===== src/rtl/ooo_pkg.sv =====
package ooo_pkg;

	localparam int rob_depth = 8;
	localparam int tag_width = 3;
	localparam int reg_count = 8;
	localparam int reg_width = 3;
	localparam int xlen = 32;

	typedef enum logic [2:0] {
		op_add,
		op_sub,
		op_addi,
		op_sll,
		op_srl
	} op_t;

	// source operand, data only meaningful once ready
	typedef struct packed {
		logic ready;
		logic [tag_width-1:0] tag;
		logic [xlen-1:0] data;
	} operand_t;

	typedef struct packed {
		op_t op;
		logic [tag_width-1:0] dst;
		operand_t a;
		operand_t b;
	} alu_payload_t;

	// left set for sll, clear for srl
	typedef struct packed {
		logic left;
		logic [tag_width-1:0] dst;
		operand_t a;
		operand_t b;
	} shift_payload_t;

	typedef struct packed {
		logic valid;
		logic [tag_width-1:0] tag;
		logic [xlen-1:0] data;
	} cdb_t;

endpackage


===== src/rtl/result_if.sv =====
`timescale 1ns/1ps

interface result_if;
	logic valid;
	logic ready;
	logic [ooo_pkg::tag_width-1:0] tag;
	logic [ooo_pkg::xlen-1:0] data;

	modport unit (
		output valid,
		output tag,
		output data,
		input ready
	);

	modport arbiter (
		input valid,
		input tag,
		input data,
		output ready
	);
endinterface


===== src/rtl/add_sub_unit.sv =====
`timescale 1ns/1ps

module add_sub_unit (
	input logic clk,
	input logic reset,
	input logic load,
	input ooo_pkg::alu_payload_t load_payload,
	input ooo_pkg::cdb_t cdb,
	output logic busy,
	result_if.unit result
);
	ooo_pkg::alu_payload_t payload;
	logic fire;
	logic take;
	logic res_valid;
	logic [ooo_pkg::tag_width-1:0] res_tag;
	logic [ooo_pkg::xlen-1:0] res_data;

	operand_station #(
		.payload_t(ooo_pkg::alu_payload_t)
	) station (
		.clk,
		.reset,
		.load,
		.load_payload,
		.cdb,
		.busy,
		.fire,
		.take,
		.payload
	);

	// output register free or draining this cycle
	assign take = fire && (!res_valid || result.ready);

	always_ff @(posedge clk) begin
		if (reset) begin
			res_valid <= 1'b0;
		end else if (take) begin
			res_valid <= 1'b1;
		end else if (result.ready) begin
			res_valid <= 1'b0;
		end
	end

	always_ff @(posedge clk) begin
		if (take) begin
			res_tag <= payload.dst;
			if (payload.op == ooo_pkg::op_sub) begin
				res_data <= payload.a.data - payload.b.data;
			end else begin
				res_data <= payload.a.data + payload.b.data;
			end
		end
	end

	assign result.valid = res_valid;
	assign result.tag = res_tag;
	assign result.data = res_data;
endmodule


===== src/rtl/cdb_arbiter.sv =====
`timescale 1ns/1ps

module cdb_arbiter (
	input logic clk,
	input logic reset,
	result_if.arbiter alu,
	result_if.arbiter shift,
	output ooo_pkg::cdb_t cdb
);
	// set when the shifter had the bus last
	logic last_shift;
	logic grant_alu;
	logic grant_shift;

	assign grant_alu = alu.valid && (!shift.valid || last_shift);
	assign grant_shift = shift.valid && !grant_alu;

	always_ff @(posedge clk) begin
		if (reset) begin
			last_shift <= 1'b0;
		end else if (grant_alu) begin
			last_shift <= 1'b0;
		end else if (grant_shift) begin
			last_shift <= 1'b1;
		end
	end

	assign alu.ready = grant_alu;
	assign shift.ready = grant_shift;

	always_comb begin
		cdb.valid = grant_alu || grant_shift;
		cdb.tag = grant_shift ? shift.tag : alu.tag;
		cdb.data = grant_shift ? shift.data : alu.data;
	end
endmodule


===== src/rtl/ooo_core.sv =====
`timescale 1ns/1ps

module ooo_core (
	input logic clk,
	input logic reset,
	input logic issue_valid,
	input ooo_pkg::op_t issue_op,
	input logic [ooo_pkg::reg_width-1:0] issue_rd,
	input logic [ooo_pkg::reg_width-1:0] issue_rs1,
	input logic [ooo_pkg::reg_width-1:0] issue_rs2,
	input logic [15:0] issue_imm,
	output logic issue_ready,
	output logic commit_valid,
	output logic [ooo_pkg::reg_width-1:0] commit_rd,
	output logic [ooo_pkg::xlen-1:0] commit_data
);
	logic running;
	logic use_shift;
	logic issue_fire;
	logic rob_full;
	logic alu_busy;
	logic shift_busy;
	logic [ooo_pkg::tag_width-1:0] alloc_tag;
	ooo_pkg::operand_t src1;
	ooo_pkg::operand_t src2;
	ooo_pkg::operand_t imm_operand;
	ooo_pkg::alu_payload_t alu_payload;
	ooo_pkg::shift_payload_t shift_payload;
	ooo_pkg::cdb_t cdb;

	result_if alu_result();
	result_if shift_result();

	//////////////////////////////
	// issue
	//////////////////////////////

	// holds issue off for the first cycle out of reset
	always_ff @(posedge clk) begin
		if (reset) begin
			running <= 1'b0;
		end else begin
			running <= 1'b1;
		end
	end

	assign use_shift = issue_op == ooo_pkg::op_sll || issue_op == ooo_pkg::op_srl;
	assign issue_ready = running && !rob_full && (use_shift ? !shift_busy : !alu_busy);
	assign issue_fire = issue_valid && issue_ready;

	always_comb begin
		imm_operand.ready = 1'b1;
		imm_operand.tag = '0;
		imm_operand.data = {{(ooo_pkg::xlen-16){issue_imm[15]}}, issue_imm};

		alu_payload.op = issue_op;
		alu_payload.dst = alloc_tag;
		alu_payload.a = src1;
		alu_payload.b = issue_op == ooo_pkg::op_addi ? imm_operand : src2;

		shift_payload.left = issue_op == ooo_pkg::op_sll;
		shift_payload.dst = alloc_tag;
		shift_payload.a = src1;
		shift_payload.b = src2;
	end

	//////////////////////////////
	// rob, units and cdb
	//////////////////////////////

	reorder_buffer rob (
		.clk,
		.reset,
		.alloc(issue_fire),
		.alloc_rd(issue_rd),
		.rs1(issue_rs1),
		.rs2(issue_rs2),
		.alloc_tag,
		.full(rob_full),
		.src1,
		.src2,
		.cdb,
		.commit_valid,
		.commit_rd,
		.commit_data
	);

	add_sub_unit add_sub (
		.clk,
		.reset,
		.load(issue_fire && !use_shift),
		.load_payload(alu_payload),
		.cdb,
		.busy(alu_busy),
		.result(alu_result)
	);

	shift_unit shifter (
		.clk,
		.reset,
		.load(issue_fire && use_shift),
		.load_payload(shift_payload),
		.cdb,
		.busy(shift_busy),
		.result(shift_result)
	);

	cdb_arbiter arbiter (
		.clk,
		.reset,
		.alu(alu_result),
		.shift(shift_result),
		.cdb
	);
endmodule


===== src/rtl/operand_station.sv =====
`timescale 1ns/1ps

module operand_station #(
	parameter type payload_t = ooo_pkg::alu_payload_t
) (
	input logic clk,
	input logic reset,
	input logic load,
	input payload_t load_payload,
	input ooo_pkg::cdb_t cdb,
	output logic busy,
	output logic fire,
	input logic take,
	output payload_t payload
);
	logic valid;
	payload_t entry;
	payload_t next_entry;

	// operand wake-up from the cdb
	always_comb begin
		next_entry = load ? load_payload : entry;
		if (cdb.valid && !next_entry.a.ready && next_entry.a.tag == cdb.tag) begin
			next_entry.a.ready = 1'b1;
			next_entry.a.data = cdb.data;
		end
		if (cdb.valid && !next_entry.b.ready && next_entry.b.tag == cdb.tag) begin
			next_entry.b.ready = 1'b1;
			next_entry.b.data = cdb.data;
		end
	end

	always_ff @(posedge clk) begin
		if (reset) begin
			valid <= 1'b0;
		end else if (load) begin
			valid <= 1'b1;
		end else if (take) begin
			valid <= 1'b0;
		end
	end

	always_ff @(posedge clk) begin
		entry <= next_entry;
	end

	assign busy = valid;
	assign fire = valid && entry.a.ready && entry.b.ready;
	assign payload = entry;
endmodule


===== src/rtl/reorder_buffer.sv =====
`timescale 1ns/1ps

module reorder_buffer (
	input logic clk,
	input logic reset,
	input logic alloc,
	input logic [ooo_pkg::reg_width-1:0] alloc_rd,
	input logic [ooo_pkg::reg_width-1:0] rs1,
	input logic [ooo_pkg::reg_width-1:0] rs2,
	output logic [ooo_pkg::tag_width-1:0] alloc_tag,
	output logic full,
	output ooo_pkg::operand_t src1,
	output ooo_pkg::operand_t src2,
	input ooo_pkg::cdb_t cdb,
	output logic commit_valid,
	output logic [ooo_pkg::reg_width-1:0] commit_rd,
	output logic [ooo_pkg::xlen-1:0] commit_data
);
	logic [ooo_pkg::tag_width-1:0] head;
	logic [ooo_pkg::tag_width-1:0] tail;
	logic [ooo_pkg::tag_width:0] count;
	logic done [ooo_pkg::rob_depth];
	logic [ooo_pkg::reg_width-1:0] dest [ooo_pkg::rob_depth];
	logic [ooo_pkg::xlen-1:0] value [ooo_pkg::rob_depth];
	logic pending [ooo_pkg::reg_count];
	logic [ooo_pkg::tag_width-1:0] rename [ooo_pkg::reg_count];
	logic [ooo_pkg::xlen-1:0] arf [ooo_pkg::reg_count];

	//////////////////////////////
	// operand read
	//////////////////////////////

	function automatic ooo_pkg::operand_t lookup(input logic [ooo_pkg::reg_width-1:0] r);
		ooo_pkg::operand_t o;
		logic [ooo_pkg::tag_width-1:0] t;
		t = rename[r];
		o.ready = 1'b1;
		o.tag = t;
		o.data = value[t];
		if (!pending[r]) begin
			o.data = arf[r];
		end else if (!done[t]) begin
			// result may be on the cdb right now
			o.ready = cdb.valid && cdb.tag == t;
			o.data = cdb.data;
		end
		return o;
	endfunction

	always_comb begin
		src1 = lookup(rs1);
		src2 = lookup(rs2);
	end

	//////////////////////////////
	// pointers and commit
	//////////////////////////////

	assign alloc_tag = tail;
	assign full = count == ooo_pkg::rob_depth;
	assign commit_valid = count != '0 && done[head];
	assign commit_rd = dest[head];
	assign commit_data = value[head];

	always_ff @(posedge clk) begin
		if (reset) begin
			head <= '0;
			tail <= '0;
			count <= '0;
		end else begin
			if (alloc) begin
				tail <= tail + 1'b1;
			end
			if (commit_valid) begin
				head <= head + 1'b1;
			end
			if (alloc && !commit_valid) begin
				count <= count + 1'b1;
			end else if (!alloc && commit_valid) begin
				count <= count - 1'b1;
			end
		end
	end

	always_ff @(posedge clk) begin
		if (cdb.valid) begin
			done[cdb.tag] <= 1'b1;
			value[cdb.tag] <= cdb.data;
		end
		if (alloc) begin
			done[tail] <= 1'b0;
			dest[tail] <= alloc_rd;
			rename[alloc_rd] <= tail;
		end
	end

	// new rename wins over a clear on the same register
	always_ff @(posedge clk) begin
		if (reset) begin
			for (int i = 0; i < ooo_pkg::reg_count; i++) begin
				pending[i] <= 1'b0;
				arf[i] <= '0;
			end
		end else begin
			if (commit_valid) begin
				arf[commit_rd] <= commit_data;
				if (rename[commit_rd] == head) begin
					pending[commit_rd] <= 1'b0;
				end
			end
			if (alloc) begin
				pending[alloc_rd] <= 1'b1;
			end
		end
	end
endmodule


===== src/rtl/shift_unit.sv =====
`timescale 1ns/1ps

module shift_unit (
	input logic clk,
	input logic reset,
	input logic load,
	input ooo_pkg::shift_payload_t load_payload,
	input ooo_pkg::cdb_t cdb,
	output logic busy,
	result_if.unit result
);
	ooo_pkg::shift_payload_t payload;
	logic fire;
	logic take;
	logic exec;
	logic done;
	logic left;
	logic [4:0] count;
	logic [ooo_pkg::tag_width-1:0] res_tag;
	logic [ooo_pkg::xlen-1:0] work;

	operand_station #(
		.payload_t(ooo_pkg::shift_payload_t)
	) station (
		.clk,
		.reset,
		.load,
		.load_payload,
		.cdb,
		.busy,
		.fire,
		.take,
		.payload
	);

	assign done = exec && count == '0;
	assign take = fire && (!exec || (done && result.ready));

	always_ff @(posedge clk) begin
		if (reset) begin
			exec <= 1'b0;
		end else if (take) begin
			exec <= 1'b1;
		end else if (done && result.ready) begin
			exec <= 1'b0;
		end
	end

	// one bit position per cycle until the count runs out
	always_ff @(posedge clk) begin
		if (take) begin
			work <= payload.a.data;
			count <= payload.b.data[4:0];
			left <= payload.left;
			res_tag <= payload.dst;
		end else if (exec && count != '0) begin
			work <= left ? work << 1 : work >> 1;
			count <= count - 1'b1;
		end
	end

	assign result.valid = done;
	assign result.tag = res_tag;
	assign result.data = work;
endmodule


===== config.mk =====
export PLATFORM = sky130hd
export DESIGN_NAME = ooo_core
export DESIGN_NICKNAME = d
export VERILOG_FILES = /design/src/rtl/ooo_pkg.sv /design/src/rtl/result_if.sv /design/src/rtl/add_sub_unit.sv /design/src/rtl/cdb_arbiter.sv /design/src/rtl/ooo_core.sv /design/src/rtl/operand_station.sv /design/src/rtl/reorder_buffer.sv /design/src/rtl/shift_unit.sv
export SDC_FILE = /design/constraint.sdc
export NUM_CORES = 2
export LEC_CHECK = 0
export ABC_AREA = 0
export BUFFER_PORTS_ARGS = -buffer_cell sky130_fd_sc_hd__buf_2
export CAP_MARGIN = 10
export CORE_ASPECT_RATIO = 0.7
export CORE_MARGIN = 2
export CORE_UTILIZATION = 24
export CTS_CLUSTER_DIAMETER = 150
export DETAILED_ROUTE_END_ITERATION = 6
export PLACE_DENSITY_LB_ADDON = 0.05
export SLEW_MARGIN = 10
export SYNTH_ARGS = -nofsm -noshare
export SYNTH_HDL_FRONTEND = slang
export SYNTH_SLANG_ARGS = --single-unit

===== constraint.sdc =====
create_clock -name clk -period 12.7 [get_ports clk]
set_input_delay 3.175 -clock clk [delete_from_list [all_inputs] [get_ports clk]]
set_output_delay 3.175 -clock clk [all_outputs]
set_load 0.02 [all_outputs]

==> flow_summary.html <==
<table>
<tr><th>Metric</th><th>Value</th></tr>
<tr><th colspan="2">Status</th></tr>
<tr><td>Outcome</td><td>finished clean</td></tr>
<tr><th colspan="2">Placed design</th></tr>
<tr><td>Total half-perimeter wirelength after legalization and detailed placement</td><td>116,000 um</td></tr>
<tr><td>Post-placement worst setup slack</td><td>3.73 ns</td></tr>
<tr><td>Routability cong.</td><td>approximately 0.8</td></tr>
<tr><td>Number of buffers added on ports</td><td>67</td></tr>
<tr><th colspan="2">Timing</th></tr>
<tr><td>Setup-violating endpoint count in the final report</td><td>0</td></tr>
<tr><td>Slew at the pin closest to its max-slew limit</td><td>around 1.1 ns</td></tr>
<tr><td>Final critical-path share of the clock period</td><td>0.648</td></tr>
<tr><td>Peak Freq</td><td>122 MHz</td></tr>
<tr><td>Worst setup margin</td><td>approximately 4.5 ns</td></tr>
<tr><td>Setup repair after global routing missed its margin</td><td>false</td></tr>
<tr><td>Final Critical Period</td><td>8.23 ns</td></tr>
<tr><td>Final hold vios</td><td>0</td></tr>
<tr><td>Final setup skew</td><td>around 0.024 ns</td></tr>
<tr><td>Slew Limit Fails</td><td>0</td></tr>
<tr><td>Aggregate negative setup slack</td><td>0 ns</td></tr>
<tr><td>Max-Slew Margin vs Limit</td><td>0.234</td></tr>
<tr><th colspan="2">Clocking</th></tr>
<tr><td>Resize count post-CTS</td><td>0</td></tr>
<tr><td>Total CTS buffers</td><td>94</td></tr>
<tr><td>Clock tree from TritonCTS</td><td>done</td></tr>
<tr><td>Clock transition at the register clock pins on the worst setup and hold paths after CTS</td><td>0.06 ns</td></tr>
<tr><td>CTS root buffer</td><td>clkbuf_16</td></tr>
<tr><td>Total clock sinks</td><td>798</td></tr>
<tr><td>Post-CTS Setup Repair Bufs</td><td>0</td></tr>
<tr><td>Clock latency on the worst-skew pair</td><td>between 0.7 and 0.8 ns</td></tr>
<tr><td>Max Root-Sink Buffers</td><td>3</td></tr>
<tr><td>Number of H-tree levels</td><td>3</td></tr>
<tr><td>Number of hold buffers added after cts</td><td>0</td></tr>
<tr><th colspan="2">Yosys</th></tr>
<tr><td>Post-synthesis register bit count</td><td>798</td></tr>
<tr><td>Fraction of synthesis flops using an asynchronous set or reset pin</td><td>0</td></tr>
<tr><td>Share of Yosys cell area claimed by the top area cell type</td><td>0.522</td></tr>
<tr><td>Post-synthesis cell area</td><td>42,900 um^2</td></tr>
<tr><td>Yosys top cell by area</td><td>edfxtp_1</td></tr>
<tr><td>Post-Syn Area per Cell</td><td>about 12 um^2</td></tr>
<tr><td>Number of enable-type register cells in the synthesized netlist</td><td>747</td></tr>
<tr><td>Syn Inst Count</td><td>3,437</td></tr>
<tr><td>Synthesized Nets</td><td>3,509</td></tr>
<tr><td>Portion of the post-synthesis area used by sequential elements</td><td>0.546</td></tr>
<tr><td>Main flop type after synthesis</td><td>edfxtp_1</td></tr>
<tr><td>Netlist cell types</td><td>79</td></tr>
<tr><td>Warning count from the yosys run</td><td>0</td></tr>
<tr><td>Biggest area contributors in the synthesized netlist</td><td>edfxtp_1, mux4_2, mux2i_1</td></tr>
<tr><th colspan="2">Detailed routing</th></tr>
<tr><td>Remaining antenna violation count after routing</td><td>0</td></tr>
<tr><td>Number of optimization iterations in the first detailed-route pass</td><td>6</td></tr>
<tr><td>WL per Instance</td><td>between 30 and 40 um</td></tr>
<tr><td>Via/cell ratio</td><td>5.17</td></tr>
<tr><td>DRC violation count after routing</td><td>0</td></tr>
<tr><td>Number of design-rule violations left by the first detailed-router iteration</td><td>roughly 2,700</td></tr>
<tr><td>Via count</td><td>30,600</td></tr>
<tr><td>Final wirelength</td><td>181,000 um</td></tr>
<tr><th colspan="2">Job</th></tr>
<tr><td>Max-capacitance violation count</td><td>0</td></tr>
<tr><th colspan="2">Finish</th></tr>
<tr><td>Layout Area Growth over Synthesis</td><td>15.1%</td></tr>
<tr><td>Share of cells above drive strength 1</td><td>0.185</td></tr>
<tr><td>Fin util</td><td>0.279</td></tr>
<tr><td>Layout Nets</td><td>3,549</td></tr>
<tr><th colspan="2">Global route</th></tr>
<tr><td>Maximum number of pins on one net before global-route repair</td><td>76</td></tr>
<tr><td>Sum of overflow across all layers after global routing</td><td>0</td></tr>
<tr><td>Antenna violations before repair</td><td>3</td></tr>
<tr><td>Vias in the first global route</td><td>around 31,000</td></tr>
<tr><td>Total Routing Usage GR</td><td>0.197</td></tr>
<tr><td>Global-route wire length before repair</td><td>~250,000 um</td></tr>
<tr><th colspan="2">Worst setup path</th></tr>
<tr><td>Endpoint arrival time on the critical path</td><td>8.61 ns</td></tr>
<tr><td>Cell repeated most along the worst path</td><td>buf_4</td></tr>
<tr><td>Largest delay share family, worst path</td><td>buffers and inverters</td></tr>
<tr><td>Largest driver fanout on the critical path</td><td>39</td></tr>
<tr><td>Crit path buffers/inverters</td><td>6</td></tr>
<tr><td>Chain of cells forming the critical path</td><td>buf_4, buf_4, mux4_2, mux2i_4, buf_4, mux2_2, o22ai_2, o21ai_2, buf_4, o32ai_4, buf_4, nand2_1, nand2_1, buf_4</td></tr>
<tr><td>CP Class</td><td>primary input to flip-flop</td></tr>
<tr><td>Critical path capture point type</td><td>flip-flop</td></tr>
<tr><td>CP max-delay cell</td><td>buf_4</td></tr>
<tr><td>Startpoint kind of the worst setup timing path</td><td>primary input</td></tr>
<tr><td>Data required time of the critical path</td><td>13.08 ns</td></tr>
<tr><td>Longest individual stage delay on the worst path</td><td>0.64 ns</td></tr>
<tr><th colspan="2">Floorplanning</th></tr>
<tr><td>Height of the chip</td><td>358 um</td></tr>
<tr><td>Number of standard-cell rows in the floorplan</td><td>129</td></tr>
<tr><td>Area of the core</td><td>177,000 um^2</td></tr>
<tr><td>I/O pin total</td><td>68</td></tr>
<tr><td>Overall die width</td><td>510 um</td></tr>
<tr><td>Starting density of the core</td><td>0.242</td></tr>
<tr><td>Area of the die</td><td>182,000 um^2</td></tr>
<tr><th colspan="2">Pwr</th></tr>
<tr><td>Worst IR Drop VDD</td><td>0.107 mV</td></tr>
<tr><td>PwrDens</td><td>roughly 140 nW/um^2</td></tr>
<tr><td>Total power</td><td>slightly below 7 mW</td></tr>
<tr><td>Leakage power figure</td><td>17.5 nW</td></tr>
<tr><th colspan="2">Hold path</th></tr>
<tr><td>Hold Path Class</td><td>flip-flop to flip-flop</td></tr>
</table>
[where the power goes]
| part | internal, mW | leakage (nW) | switching, mW |
|---|---|---|---|
| clock | 1.53 | 1.44 | 1.16 |
| sequential | 3.02 | 7.54 | 0.0782 |
| combinational | 0.368 | 8.47 | 0.709 |
| total | 4.92 | 17.5 | 1.95 |
[registers in the layout (all words and copies together), names as in the netlist, 4 cells and up, named ones only]
signal / count
rob.dest: 24
rob.value: 256
rob.arf: 256
shifter.count: 5
add_sub.station.payload: 78
rob.done: 8
shifter.result.data: 32
rob.pending: 8
rob.count: 4
add_sub.result.data: 32
rob.rename: 24
shifter.station.payload: 49
[path summary, 6_finish.rpt]
path / slack, ns / cells after the start / to / from
worst min register to register: 0.42 / 0 / add_sub.result.tag[0] / add_sub.station.payload[72]
worst max-delay path: 4.47 / 14 / add_sub.station.payload[19] / issue_rs2[1]
worst max register to register: 7.44 / 14 / add_sub.result.data[28] / add_sub.station.payload[5]
worst min-delay path: 0.42 / 0 / add_sub.result.tag[0] / add_sub.station.payload[72]
[layout make-up]
cell class | count | area, um^2
antenna | 1 | 2.50
clock buffer | 123 | 2600
clock inverter | 48 | 335
fill | 18100 | 128000
inverter | 89 | 334
multi-input combinational | 2313 | 18500
sequential | 798 | 23500
tap | 2358 | 2950
timing repair buffer | 181 | 1240
[worst register-to-register path: stages (launching register included)]
cell      delay [ns]
edfxtp_1        0.44
or3_1           0.54
nor4_2          0.81
nand2_1         0.34
nand2_1         0.18
xor2_1          0.21
ha_1            0.31
a21o_1          0.20
a31o_2          0.21
a32o_1          0.20
a311oi_1        0.54
o31a_1          0.34
o21ai_0         0.26
o21a_1          0.28
xor2_1          0.15
[layer usage]
metal,part of all wire,up-vias,GRT usage
met5,0,-,0
met4,0.029,0,0.0551
met3,0.041,211,0.0254
met2,0.46,929,0.318
met1,0.47,16200,0.277
li1,-,13200,-
[placed cells by master (no fill, tap or decap), types with 15 or more instances in the layout]
master | synthesis | routed
mux2i_1 | 279 | 267
o21ai_0 | 118 | 115
mux2_2 | 62 | 61
clkbuf_1 | 134 | 20
edfxtp_1 | 747 | 747
xnor2_1 | 41 | 41
and3_1 | 75 | 71
a21oi_1 | 94 | 93
o21ai_1 | 35 | 34
buf_2 | 37 | 62
clkinv_2 | 0 | 16
a31oi_1 | 20 | 20
inv_1 | 86 | 85
buf_4 | 6 | 115
nand2_2 | 0 | 16
a311oi_1 | 66 | 66
xor2_1 | 41 | 41
dfxtp_1 | 51 | 48
clkbuf_16 | 0 | 98
clkinv_1 | 0 | 26
a211o_1 | 20 | 20
o211ai_1 | 28 | 28
nor3_1 | 25 | 21
mux4_2 | 220 | 220
nor2b_1 | 15 | 15
nand2_1 | 522 | 506
nor2_1 | 356 | 355
a32o_1 | 64 | 64
ha_1 | 39 | 39
a21o_1 | 15 | 15
[logic make-up (layout without fill, tap and decap cells)]
kind of cell | Yosys count | after routing | share of synthesized area
AO/OA/AOI/OAI | 549 | 549 | 0.0897
buffers and inverters | 326 | 441 | 0.0303
flip-flops | 798 | 798 | 0.546
multiplexers | 567 | 567 | 0.199
adder cells (fa/ha/maj) | 41 | 41 | 0.0123
other | 0 | 1 | 0
XOR/XNOR | 82 | 82 | 0.0167
AND/OR/NAND/NOR | 1074 | 1074 | 0.106
[synthesized netlist by cell type, drive strengths merged (41+ instances only)]
| cell | n |
|---|---|
| a21oi | 94 |
| a311oi | 66 |
| a32o | 64 |
| and3 | 75 |
| buf | 103 |
| clkbuf | 134 |
| dfxtp | 51 |
| edfxtp | 747 |
| inv | 89 |
| mux2 | 67 |
| mux2i | 280 |
| mux4 | 220 |
| nand2 | 522 |
| nor2 | 356 |
| o21ai | 153 |
| xnor2 | 41 |
| xor2 | 41 |
[metrics by stage]
| stage | std cells | hold WS, ns | instance area [um^2] |
|---|---|---|---|
| 2_1_floorplan | 3437 | 0.400 | 42900 |
| 3_3_place_gp | 5737 | 0.405 | 46400 |
| 3_5_place_dp | 5738 | 0.405 | 46500 |
| 4_1_cts | 5909 | 0.419 | 49400 |
| 5_1_grt | 5910 | 0.424 | 49400 |
| 6_report | 5911 | 0.417 | 49400 |
Note: power is estimated with default switching activity, not from simulation.
